$ cat src/rtl/mapper_defs.svh
`ifndef MAPPER_DEFS_SVH
`define MAPPER_DEFS_SVH

// cpu and ppu bus widths.
`define CPU_AW 16
`define PPU_AW 14

// physical memory widths on the cartridge side.
`define PRG_AW 17
`define CHR_AW 17

// prg banks count in 32K units.
`define PRG_BANK_W 2

// chr banks count in 4K units.
`define CHR_BANK_W 5

`endif
$ cat src/rtl/mapper_pkg.sv
`include "mapper_defs.svh"

package mapper_pkg;

	// nametable arrangement seen by the ppu.
	typedef enum logic {
		MIR_HORIZONTAL = 1'b0,
		MIR_VERTICAL   = 1'b1
	} mirror_e;

	typedef enum logic {
		CHR_ROM = 1'b0,
		CHR_RAM = 1'b1
	} chr_kind_e;

	// ines numbers handled by a dedicated mapper block.
	typedef enum logic [7:0] {
		MAP_COLOR_DREAMS     = 8'd11,
		MAP_CPROM            = 8'd13,
		MAP_BNROM            = 8'd34,
		MAP_COLOR_DREAMS_ALT = 8'd144
	} map_id_e;

	// board configuration, fixed once reset is released.
	typedef struct packed {
		logic [7:0] map_idx;
		mirror_e    mirror;
	} map_cfg_t;

	// bank state produced by one mapper.
	typedef struct packed {
		logic [`PRG_BANK_W-1:0] prg_bank;
		logic [`CHR_BANK_W-1:0] chr_lo_bank;
		logic [`CHR_BANK_W-1:0] chr_hi_bank;
		chr_kind_e              chr_kind;
		mirror_e                mirror;
	} map_out_t;

endpackage

$ cat src/rtl/map_bus_if.sv
`timescale 1ns/10ps

interface map_bus_if import mapper_pkg::*; ();

	// one-cycle strobe for a write into the rom area.
	logic       reg_wr;
	logic [7:0] reg_data;
	map_cfg_t   cfg;

	modport port (
		output reg_wr,
		output reg_data,
		output cfg
	);

	modport mapper (
		input reg_wr,
		input reg_data,
		input cfg
	);

endinterface

$ cat src/rtl/cart_top.sv
`timescale 1ns/10ps
`include "mapper_defs.svh"

module cart_top import mapper_pkg::*; (
	input  logic               clk,
	input  logic               reset,
	input  logic [7:0]         map_idx,
	input  logic               mir_vertical,
	input  logic [`CPU_AW-1:0] cpu_addr,
	input  logic [7:0]         cpu_data,
	input  logic               cpu_we,
	input  logic [`PPU_AW-1:0] ppu_addr,
	input  logic               ppu_we,
	output logic [`PRG_AW-1:0] prg_addr,
	output logic               prg_ce,
	output logic [`CHR_AW-1:0] chr_addr,
	output logic               chr_we,
	output logic               ciram_ce,
	output logic               ciram_a10
);

	map_bus_if bus ();

	map_out_t map_out;

	cpu_bus_port u_port (
		.clk          (clk),
		.reset        (reset),
		.cpu_addr     (cpu_addr),
		.cpu_data     (cpu_data),
		.cpu_we       (cpu_we),
		.map_idx      (map_idx),
		.mir_vertical (mir_vertical),
		.bus          (bus.port)
	);

	map_hub u_hub (
		.clk   (clk),
		.reset (reset),
		.bus   (bus.mapper),
		.mo    (map_out)
	);

	cart_addr_map u_addr (
		.reset     (reset),
		.cpu_addr  (cpu_addr),
		.ppu_addr  (ppu_addr),
		.ppu_we    (ppu_we),
		.mo        (map_out),
		.prg_addr  (prg_addr),
		.prg_ce    (prg_ce),
		.chr_addr  (chr_addr),
		.chr_we    (chr_we),
		.ciram_ce  (ciram_ce),
		.ciram_a10 (ciram_a10)
	);

endmodule

$ cat src/rtl/cart_addr_map.sv
`timescale 1ns/10ps
`include "mapper_defs.svh"

module cart_addr_map import mapper_pkg::*; (
	input  logic               reset,
	input  logic [`CPU_AW-1:0] cpu_addr,
	input  logic [`PPU_AW-1:0] ppu_addr,
	input  logic               ppu_we,
	input  map_out_t           mo,
	output logic [`PRG_AW-1:0] prg_addr,
	output logic               prg_ce,
	output logic [`CHR_AW-1:0] chr_addr,
	output logic               chr_we,
	output logic               ciram_ce,
	output logic               ciram_a10
);

	logic                   chr_space;
	logic [`CHR_BANK_W-1:0] chr_bank;

	// prg window is $8000-$ffff, one 32K bank at a time.
	assign prg_addr = {mo.prg_bank, cpu_addr[14:0]};
	assign prg_ce   = cpu_addr[`CPU_AW-1] & ~reset;

	// pattern tables live below $2000.
	assign chr_space = ~ppu_addr[13];

	// ppu_addr[12] picks the lower or upper 4K half.
	assign chr_bank = ppu_addr[12] ? mo.chr_hi_bank : mo.chr_lo_bank;
	assign chr_addr = {chr_bank, ppu_addr[11:0]};

	// rom boards never see a chr write.
	assign chr_we = ppu_we & chr_space & (mo.chr_kind == CHR_RAM) & ~reset;

	// nametables go to the console's internal ram.
	assign ciram_ce = ppu_addr[13];

	always_comb begin
		if (mo.mirror == MIR_VERTICAL) begin
			ciram_a10 = ppu_addr[10];
		end else begin
			ciram_a10 = ppu_addr[11];
		end
	end

endmodule

$ cat src/rtl/map_hub.sv
`timescale 1ns/10ps
`include "mapper_defs.svh"

module map_hub import mapper_pkg::*; (
	input  logic      clk,
	input  logic      reset,
	map_bus_if.mapper bus,
	output map_out_t  mo
);

	map_out_t mo_nom;
	map_out_t mo_011;
	map_out_t mo_013;
	map_out_t mo_034;

	// all mappers run in parallel and see every strobe.
	map_011 m011 (
		.clk   (clk),
		.reset (reset),
		.bus   (bus),
		.mo    (mo_011)
	);

	map_013 m013 (
		.clk   (clk),
		.reset (reset),
		.bus   (bus),
		.mo    (mo_013)
	);

	map_034 m034 (
		.clk   (clk),
		.reset (reset),
		.bus   (bus),
		.mo    (mo_034)
	);

	// nrom style layout, no registers.
	always_comb begin
		mo_nom.prg_bank    = '0;
		mo_nom.chr_lo_bank = `CHR_BANK_W'(0);
		mo_nom.chr_hi_bank = `CHR_BANK_W'(1);
		mo_nom.chr_kind    = CHR_ROM;
		mo_nom.mirror      = bus.cfg.mirror;
	end

	always_comb begin
		case (bus.cfg.map_idx)
			MAP_COLOR_DREAMS, MAP_COLOR_DREAMS_ALT: mo = mo_011;
			MAP_CPROM:                              mo = mo_013;
			MAP_BNROM:                              mo = mo_034;
			default:                                mo = mo_nom;
		endcase
	end

endmodule

$ cat src/rtl/map_034.sv
`timescale 1ns/10ps
`include "mapper_defs.svh"

module map_034 import mapper_pkg::*; (
	input  logic      clk,
	input  logic      reset,
	map_bus_if.mapper bus,
	output map_out_t  mo
);

	logic [`PRG_BANK_W-1:0] prg_bank;

	always_ff @(posedge clk) begin
		if (reset) begin
			prg_bank <= '0;
		end else if (bus.reg_wr) begin
			prg_bank <= bus.reg_data[1:0];
		end
	end

	// chr is a fixed 8K of ram.
	always_comb begin
		mo.prg_bank    = prg_bank;
		mo.chr_lo_bank = `CHR_BANK_W'(0);
		mo.chr_hi_bank = `CHR_BANK_W'(1);
		mo.chr_kind    = CHR_RAM;
		mo.mirror      = bus.cfg.mirror;
	end

endmodule

$ cat src/rtl/map_013.sv
`timescale 1ns/10ps
`include "mapper_defs.svh"

module map_013 import mapper_pkg::*; (
	input  logic      clk,
	input  logic      reset,
	map_bus_if.mapper bus,
	output map_out_t  mo
);

	logic [1:0] page;

	// only the upper 4K window is switchable.
	always_ff @(posedge clk) begin
		if (reset) begin
			page <= 2'd0;
		end else if (bus.reg_wr) begin
			page <= bus.reg_data[1:0];
		end
	end

	always_comb begin
		mo.prg_bank    = '0;
		mo.chr_lo_bank = '0;
		mo.chr_hi_bank = {{(`CHR_BANK_W-2){1'b0}}, page};
		// 16K of chr ram, four pages.
		mo.chr_kind    = CHR_RAM;
		mo.mirror      = bus.cfg.mirror;
	end

endmodule

$ cat src/rtl/map_011.sv
`timescale 1ns/10ps
`include "mapper_defs.svh"

module map_011 import mapper_pkg::*; (
	input  logic      clk,
	input  logic      reset,
	map_bus_if.mapper bus,
	output map_out_t  mo
);

	logic [`PRG_BANK_W-1:0] prg_bank;
	logic [`CHR_BANK_W-2:0] chr_bank;

	// one register: prg in the low bits, 8K chr bank in the high nibble.
	always_ff @(posedge clk) begin
		if (reset) begin
			prg_bank <= '0;
			chr_bank <= '0;
		end else if (bus.reg_wr) begin
			prg_bank <= bus.reg_data[1:0];
			chr_bank <= bus.reg_data[7:4];
		end
	end

	always_comb begin
		mo.prg_bank    = prg_bank;
		mo.chr_lo_bank = {chr_bank, 1'b0};
		mo.chr_hi_bank = {chr_bank, 1'b1};
		mo.chr_kind    = CHR_ROM;
		mo.mirror      = bus.cfg.mirror;
	end

endmodule

$ cat src/rtl/cpu_bus_port.sv
`timescale 1ns/10ps
`include "mapper_defs.svh"

module cpu_bus_port import mapper_pkg::*; (
	input  logic              clk,
	input  logic              reset,
	input  logic [`CPU_AW-1:0] cpu_addr,
	input  logic [7:0]        cpu_data,
	input  logic              cpu_we,
	input  logic [7:0]        map_idx,
	input  logic              mir_vertical,
	map_bus_if.port           bus
);

	map_cfg_t cfg_q;
	logic     we_prev;
	logic     rom_area;

	// board pins are followed while reset is high, then frozen.
	always_ff @(posedge clk) begin
		if (reset) begin
			cfg_q.map_idx <= map_idx;
			cfg_q.mirror  <= mir_vertical ? MIR_VERTICAL : MIR_HORIZONTAL;
		end
	end

	always_ff @(posedge clk) begin
		if (reset) begin
			we_prev <= 1'b0;
		end else begin
			we_prev <= cpu_we;
		end
	end

	assign rom_area = cpu_addr[`CPU_AW-1];

	// rising edge of cpu_we only, so a held write strobes once.
	assign bus.reg_wr   = cpu_we & ~we_prev & rom_area;
	assign bus.reg_data = cpu_data;
	assign bus.cfg      = cfg_q;

endmodule

$ cat config.mk
export PLATFORM = sky130hd
export DESIGN_NAME = cart_top
export DESIGN_NICKNAME = d
export VERILOG_FILES = /design/src/rtl/mapper_pkg.sv /design/src/rtl/map_bus_if.sv /design/src/rtl/cart_top.sv /design/src/rtl/cart_addr_map.sv /design/src/rtl/map_hub.sv /design/src/rtl/map_034.sv /design/src/rtl/map_013.sv /design/src/rtl/map_011.sv /design/src/rtl/cpu_bus_port.sv
export VERILOG_INCLUDE_DIRS = /design/src /design/src/rtl
export SDC_FILE = /design/constraint.sdc
export NUM_CORES = 1
export LEC_CHECK = 0
export CAP_MARGIN = 20
export CORE_ASPECT_RATIO = 0.9
export CORE_UTILIZATION = 63
export CTS_BUF_LIST = sky130_fd_sc_hd__clkbuf_16
export CTS_CLUSTER_DIAMETER = 100
export DETAILED_ROUTE_END_ITERATION = 8
export DONT_BUFFER_PORTS = 1
export HOLD_SLACK_MARGIN = 0.15
export PLACE_DENSITY = 0.83
export SLEW_MARGIN = 20
export SYNTH_ARGS = -nofsm -noshare
export SYNTH_HDL_FRONTEND = slang
export SYNTH_HIERARCHICAL = 1
export SYNTH_SLANG_ARGS = --single-unit
export TNS_END_PERCENT = 20
$ cat constraint.sdc
create_clock -name clk -period 2.7 [get_ports clk]
set_clock_uncertainty 0.1 [all_clocks]
set_input_delay 0.27 -clock clk [delete_from_list [all_inputs] [get_ports clk]]
set_output_delay 0.27 -clock clk [all_outputs]
set_load 0.02 [all_outputs]
=== Word level (Yosys, flattened, before mapping) ===
Index checks and enable logic that the tools add are counted.

* Eq/ne operators: 4
* Muxes and demuxes: 4
* Bitwise gates (word level): 9
* Reduce and logical (&&, ||, !) cells: 1

{| class="wikitable"
|+ Operators by type and width
! cell !! count
|-
| $pmux 14 s3 || 1
|-
| $eq 8x4->1 const B || 2
|-
| $eq 8x6->1 const B || 1
|-
| $eq 8x8->1 const B || 1
|-
| $and 1x1->1 || 6
|-
| $mux 5 || 1
|-
| $not 1->1 || 3
|-
| $mux 1 || 2
|-
| $reduce_or 2->1 || 1
|}

* Bits in registers: 16
* Bits of input ports: 51
* Output and inout bits: 38
* Word-level logic and storage cells: 23

=== Longest topological paths before layout ===
Gate-level depths: netlist of run 1.

* Depth in word-level cells: 5
* Mapped depth: 7
* Gate-level depth less buffers: 5

=== Cells and area by module ===
Netlist of run 1, hierarchy kept.

{| class="wikitable"
|+ Modules (own cells, without submodules)
! module !! times used !! cells each !! area each (um^2) !! seq. area each (um^2)
|-
| cpu_bus_port || 1 || 20 || 365.4 || 290.3
|-
| map_hub || 1 || 58 || 350.3 || 0.0
|-
| cart_addr_map || 1 || 38 || 309.0 || 0.0
|-
| map_011 || 1 || 29 || 281.5 || 120.1
|-
| map_013 || 1 || 20 || 165.2 || 40.0
|-
| map_034 || 1 || 20 || 165.2 || 40.0
|}

=== Worst setup path before layout of run 1 ===
OpenSTA, ideal clock, no wires.

* Path type: register -> output
* Start point: reg u_port.cfg_q (netlist bit u_port/bus.cfg[8])
* End point: out chr_we
* Arrival: 2.063 ns
* Required time: 2.330 ns
* Setup slack: 0.267 ns
* Cell stages (with the launch flop): 8
* Buffers on the path: 2
* Path through: edfxtp_1 nor4b_2 and3_1 buf_4 buf_2 a22oi_1 o21ai_0 nor4bb_1

{| class="wikitable"
|+ RTL lines
! item !! RTL line !! RTL
|-
| from (decl) || cpu_bus_port.sv:15 || <nowiki>map_cfg_t cfg_q;</nowiki>
|-
| to (decl) || cart_top.sv:17 || <nowiki>output logic chr_we,</nowiki>
|}

==> results of run 1 <==
==> worst max-delay path by stage <==
stage,cells past startpoint,slack (ns),endpoint,start
after floorplan,7,0.27,chr_we,u_port/bus.cfg[8]$_DFFE_PP_
after global placement,5,0.43,ciram_a10,u_port/bus.cfg[6]$_DFFE_PP_
after detailed placement,5,0.36,ciram_a10,u_port/bus.cfg[7]$_DFFE_PP_
after CTS,5,0.09,ciram_a10,u_port/bus.cfg[7]$_DFFE_PP_
after global routing,5,0.003,ciram_a10,u_port/bus.cfg[8]$_DFFE_PP_
final,5,0.1,ciram_a10,u_port/bus.cfg[8]$_DFFE_PP_
==> sequential cells by signal (all words and copies together), names as in the netlist <==
name,count
u_hub/m011/chr_bank,4
u_hub/m011/prg_bank,2
u_hub/m013/page,2
u_hub/m034/prg_bank,2
u_port/bus.cfg,9
u_port/we_prev,1
==> timing repair <==
item                                   4_1_cts  5_1_grt
setup endpoints to repair                    0        1
resized for setup                            0        1
hold buffers                                17        0
setup buffers                                0        0
endpoints found under the hold margin       29        0
==> layout make-up <==
type                    instances  area (sq um)
clock inverters                 1          3.75
repair buffers                 22           208
inverters                      12          45.0
multi-input cells              96           606
well taps                      28          35.0
clock buffers                   3          75.1
fillers                       184           983
flip-flops and latches         20           490
==> through the flow <==
step | hold slack, ns | worst slack [ns]
after floorplan | 0.242 | 0.267
after global placement | 0.245 | 0.434
after detailed placement | 0.245 | 0.364
after CTS | 0.400 | 0.0863
after global routing | 0.428 | 0.00338
final | 0.397 | 0.0958
==> per-layer routing <==
metal  wire (microns)  track usage, %  vias to the layer above
met5                0               0                        -
met4              121            16.7                        0
met2             1490            37.1                       53
met3              209            6.70                       15
met1             1010            23.3                      444
li1                 -               -                      466
==> power groups by stage <==
stage / registers (W) / clock network [W] / logic, W
floorplan: 0.000352 / 0 / 0.000142
global placement: 0.000354 / 0 / 0.0000419
detailed placement: 0.000356 / 0 / 0.0000437
CTS: 0.000349 / 0.000305 / 0.0000687
global route: 0.000352 / 0.000324 / 0.0000775
finish: 0.000349 / 0.000302 / 0.0000706
==> worst max-delay path: cells and delay by family, from the launching register on <==
kind / cells / cell delay, ns
flip-flops: 1 / 0.42
AO/OA/AOI/OAI: 1 / 0.39
multiplexers: 1 / 0.33
AND/OR/NAND/NOR: 3 / 0.83
==> results.md, run 1 <==
- The flow ran to the end, and the final reports show no timing, DRC or antenna violations.
- The terminating pin of the worst hold path is u_hub/m034/prg_bank[1]$_SDFFE_PP0P_.
- The detailed router finished its first iteration with 15 violations.
- Across the VDD grid, the largest voltage drop is 0.000610 V.
- Net switching is 21.0% of the power.
- From synthesis to final layout, the design area changed by -9.80%.
- In this run the power spent charging and discharging nets is 0.000152 W.
- Summing all non-filler instances in the final layout gives an area of 1460 sq um.
- During placement, the flow inserted port buffers numbering 0.
- The relative max-transition margin is 47.3%.
- After detailed routing, the number of vias per cell comes to 5.37.
- The die covers 2780 sq um.
- In this run the power density over the cells is 494 nW/um^2.
- In this run the worst path has a maximum fanout of 13.
- The total global routing track utilization is 22.0%.
- Clock-pin slew was measured on the worst setup and hold paths at 0.05 ns.
- After detailed placement, the total cell area comes to 1210 sq um.
- Leaving out fill and tap cells, the most frequent cell in the layout is conb_1.
- The clock period minus worst slack is 2.60 ns.
- The clock latency on the worst-skew pair is 0.25 ns.
- The critical path goes through nor4b_2, nand2_1, and2_2, a311o_1, mux2_2.
- The final standard cell count with taps included and fillers excluded is 182.
- The number of pins exceeding their max-slew limit in the final report is 0.
- The total area inside the core boundary comes to 2450 sq um.
- The die outline width is 55.5 microns.
- The clock network fraction of total power is 41.9%.
- The number of hold violations in the final report is 0.
- The placed instance count is 161.
- The residual DRC count is 0.
- The number of top-level design ports is 89.
- The number of H-tree branching levels is 1.
- The number of sinks handled by clock tree synthesis is 20.
- The worst hold path was traced through 2 stages.
- The endpoint of the lowest-slack register-to-register path is u_hub/m011/chr_bank[2]$_SDFFE_PP0P_.
- The count of nets after finishing is 206.
- For the worst flop-to-flop path, the logic depth is 3.
- The cell leakage power is 0.558 nW.
- The first TritonRoute pass finished after 4 iterations.
- The yosys synthesis warning count is 6.
- Max-cap violations in this run came to 0.
- The final clock period utilization by the worst path is 96.5%.
- The startpoint identified for the worst register-to-register timing path is u_port/we_prev$_SDFF_PP0_.
- The data required time at the worst endpoint is 2.33 ns.
- The startpoint-to-endpoint class of the critical path is flop to output pin.
- The hold path startpoint is u_hub/m034/prg_bank[1]$_SDFFE_PP0P_.
- For the pin with the worst max-slew slack, the measured transition is 0.788 ns.
- The first global-routing pass estimated 4490 microns of wire.
- The vertical extent of the die is 50.1 microns.
- The critical path's largest stage delay is 0.42 ns.
- After detailed routing, the total wire length is 2820 microns.
- The final route contains 978 vias.
- The portion of total power attributed to sequential cells is 48.4%.
- The slowest cell on the critical path is edfxtp_1.
- The path class of the lowest-slack min-delay path is flop to flop.
- Leaving out fill and tap cells, the most frequent cells in the layout are 25 x conb_1, 17 x dlygate4sd3_1, 13 x a22oi_1, 12 x inv_1, 12 x o21ai_0.
- The initial antenna violation count came to 0.
- The data arrival at the endpoint of the critical path is 2.23 ns.
- The via count of the first global-routing pass is 966.
- The root cell of the clock tree is clkbuf_16.
- The mean post-synth cell area is 8.86 sq um.
- The startpoint class of the critical path is a flop.
- The CTS tree is done.
- The final-layout setup total negative slack is 0 ns.
- In this run the register-to-register setup slack is 1.25 ns.
- The kind of end point of the critical path is an output pin.
- After detailed routing, the average wire length per cell comes to 15.5 microns.
- Measured on the finished design, the core utilization comes to 59.8%.
- The total inserted antenna cells is 0.
- The combinational power share is 9.8%.
- For this configuration, the core starts out at a cell density of 66.3%.
- Cells with a size suffix above 1 make up 11.0% of the layout.
- The area of the mapped netlist is 1620 sq um.
- The internal portion of the total power is 0.000570 W.
- The gate count after technology mapping is 183.
- Setup violations remaining at the end of the flow were counted as 0.
- Power comes to 0.000722 W.
- The total overflow left after global routing is 0.
- Counting along the longest clock path gives a buffer depth of 2.
- In this run the core area contains 17 standard-cell rows.
- The half-perimeter wire length after detailed placement is 1990 microns.
- For this run, the top clock speed supported by timing is 0.384 GHz.
- In this run, CTS created clock tree buffers numbering 3.
- Entering global routing, the biggest net connects 21 pins.
- The congestion estimate from routability-driven global placement came to 0.721.
- The detail route stage leaves a number of antenna-violating nets equal to 0.
- Setup repair after global routing left no endpoint under its margin.
Note: power is estimated with default switching activity, not from simulation.
==> run 2, diff against run 1 <==
--- a/config.mk
+++ b/config.mk
@@ -9,5 +9,5 @@
 export CAP_MARGIN = 20
 export CORE_ASPECT_RATIO = 0.9
-export CORE_UTILIZATION = 63
+export CORE_UTILIZATION = 50
 export CTS_BUF_LIST = sky130_fd_sc_hd__clkbuf_16
 export CTS_CLUSTER_DIAMETER = 100
@@ -15,5 +15,5 @@
 export DONT_BUFFER_PORTS = 1
 export HOLD_SLACK_MARGIN = 0.15
-export PLACE_DENSITY = 0.83
+export PLACE_DENSITY = 0.69
 export SLEW_MARGIN = 20
 export SYNTH_ARGS = -nofsm -noshare
==> constraint.sdc (replaced) <==
create_clock -name clk -period 2.7 [get_ports clk]
set_clock_uncertainty 0.1 [all_clocks]
set_input_delay 0.27 -clock clk [delete_from_list [all_inputs] [get_ports clk]]
set_output_delay 0.27 -clock clk [all_outputs]
set_load 0.01 [all_outputs]
==> results.md, run 2 (synthesized netlist as in run 1, its figures left out) <==
- The tree is rooted in a clkbuf_16.
- The global-route wire length before repair is 4220 microns (-6.0%).
- The post-detailed-placement cell area is 1210 sq um (-0.41%).
- The worst hold path belongs to the class flop to flop.
- The clock transition at the registers of the reported paths was 0.05 ns (about the same).
- The standard cell core area is 3070 sq um (+25%).
- The count of buffers from port buffering is 0 (unchanged).
- The via count of the first global-routing pass came to 979 (+1.3%).
- The number of endpoints failing setup at the final stage is 0 (unchanged).
- The relative max-transition margin is 48.9% (+1.6 points).
- The total via count in the routed design is 948 (-3.1%).
- The count of nets after finishing was 203 (-1.5%).
- The final clock period utilization by the worst path is 94.5% (-1.9 points).
- The final wirelength came to 2700 microns (-4.1%).
- The largest voltage drop on the vdd net is 0.000399 V (-35%).
- The number of pins exceeding their max-slew limit in the final report is 0 (unchanged).
- The row count is 19 (+2).
- The final standard cell count with taps included and fillers excluded is 193 (+6.0%).
- The final global-route overflow total is 0 (unchanged).
- The end-of-flow core utilization came to 47.7% (-12 points).
- The final-layout setup total negative slack is 0 ns (unchanged).
- The post-detailed-route wirelength per cell is 14.0 microns (-9.6%).
- The worst-case clock buffer depth is 2 (unchanged).
- The number of nets with antenna violations after detailed routing is 0 (unchanged).
- The layout overhead on the synthesized area is -9.80% (unchanged).
- The data arrival at the endpoint of the critical path is 2.18 ns (-0.05 ns).
- The total global routing track utilization came to 16.9% (-5.1 points).
- The number of buffers created by CTS is 3 (unchanged).
- The clock latency on the worst-skew pair is 0.25 ns (about the same).
- The slowest cell on the critical path is a311o_1.
- Setup repair after global routing left no endpoint under its margin.
- The initial core utilization came to 52.9% (-13 points).
- The post-place setup slack is 0.452 ns (+0.0877 ns).
- The slack of the worst reg-to-reg path was 1.22 ns (-0.03 ns).
- Walking the worst path, the cells encountered are nor3_1, nand4_1, and2_1, a311o_1, mux2_2.
- The flip-flop count of the largest register after layout is 9 (unchanged).
- The critical path's largest stage delay was 0.42 ns (about the same).
- TritonCTS built the clock tree.
- The post-route worst setup slack is 0.147 ns (+0.0513 ns).
- The half-perimeter wire length after detailed placement was 1910 microns (-3.9%).
- The number of H-tree branching levels is 1 (unchanged).
- The placed instance count is 172 (+6.8%).
- The number of iterations in the first detailed-routing pass came to 4 (unchanged).
- The startpoint-to-endpoint class of the critical path is flop to output pin.
- The number of hold violations in the final report is 0 (unchanged).
- The residual DRC count is 0 (unchanged).
- The flow ran to the end, and the final reports show no timing, DRC or antenna violations.
- Leaving out fill and tap cells, the most frequent cell in the layout is conb_1.
- The data required time at the worst endpoint is 2.33 ns (about the same).
- The full die area is 3480 sq um (+25%).
- The post-CTS setup repair buffer count was 0 (unchanged).
- The post-detailed-route via-to-cell ratio is 4.91 (-8.6%).
- The achievable clock frequency is 0.392 GHz (+2.0%).
- The largest net degree at the start of global routing is 21 (unchanged).
- The worst-path maximum fanout came to 13 (unchanged).
- The initial antenna violation count is 0 (unchanged).
- The post-layout instance area is 1460 sq um (unchanged).
- The max capacitance violation total was 0 (unchanged).
- The startpoint class of the critical path is a flop.
- In the layout the commonest cells are 25 x conb_1, 17 x dlygate4sd3_1, 13 x a22oi_1, 12 x inv_1, 12 x o21ai_0.
- The cell leakage power is 0.542 nW (-2.9%).
- The kind of end point of the critical path is an output pin.
- The number of sinks handled by clock tree synthesis was 20 (unchanged).
- The power density normalized to cell area is 492 nW/um^2 (-0.40%).
- The number of top-level design ports came to 89 (unchanged).
- The final weighted congestion in routability-driven placement is 0.708 (-1.8%).
- The clock period minus worst slack was 2.55 ns (-0.0513 ns).
- The vertical extent of the die came to 56.0 microns (+12%).
- The DRC violation total after the first TritonRoute iteration is 23 (+8).
- The total inserted antenna cells is 0 (unchanged).
- The die outline width is 62.0 microns (+12%).
- The ratio of cells with drive above 1 in the final layout is 9.27% (-1.8 points).
- The measured slew at the worst slew-check pin came to 0.764 ns (-0.0245 ns).
## run 2: worst paths after layout
path,startpoint,endpoint,depth (start not counted)
max,u_port/bus.cfg[7]$_DFFE_PP_,ciram_a10,5
max reg2reg,u_port/we_prev$_SDFF_PP0_,u_hub/m011/chr_bank[2]$_SDFFE_PP0P_,3
min,u_hub/m011/prg_bank[0]$_SDFFE_PP0P_,u_hub/m011/prg_bank[0]$_SDFFE_PP0P_,2
min reg2reg,u_hub/m011/prg_bank[0]$_SDFFE_PP0P_,u_hub/m011/prg_bank[0]$_SDFFE_PP0P_,2
## run 2: routing by layer
| metal | routed length (microns) | global-route usage, % | vias up |
|---|---|---|---|
| met2 | 1310 | 27.4 | 41 |
| li1 | - | - | 459 |
| met1 | 1060 | 18.4 | 430 |
| met4 | 137 | 12.4 | 0 |
| met3 | 194 | 4.19 | 18 |
| met5 | 0 | 0 | - |
## run 2: timing repair
action / in CTS / in global routing
endpoints found under the setup margin: 0 / 1
hold buffers: 17 / 0
resized for setup: 0 / 1
endpoints found under the hold margin: 29 / 0
## run 2: worst max-delay path, delay by kind of cell (launching register included)
kind / cells / cell delay [ns]
muxes: 1 / 0.31
and+or+nand+nor: 3 / 0.79
AOI/OAI and AO/OA: 1 / 0.42
DFF: 1 / 0.40
## run 2: cell type report
cell class,instances,area [sq um]
Multi-Input combinational cell,96,611
Clock inverter,1,3.75
Clock buffer,3,75.1
Timing Repair Buffer,19,185
Inverter,12,45.0
Fill cell,283,1600
Tap cell,42,52.6
Sequential cell,20,490
## run 2: through the flow
stage               power [W]  hold slack [ns]
floorplan            0.000473            0.242
global placement     0.000393            0.244
detailed placement   0.000395            0.247
CTS                  0.000724            0.396
global route         0.000750            0.420
finish               0.000720            0.389
## run 2: power by group
group          switching [W]   total, W  internal (W)  leakage [nW]
clock               0.000105   0.000302      0.000197        0.0385
sequential         0.0000128   0.000350      0.000337         0.178
combinational      0.0000308  0.0000674     0.0000366         0.325
total               0.000149   0.000720      0.000571         0.542
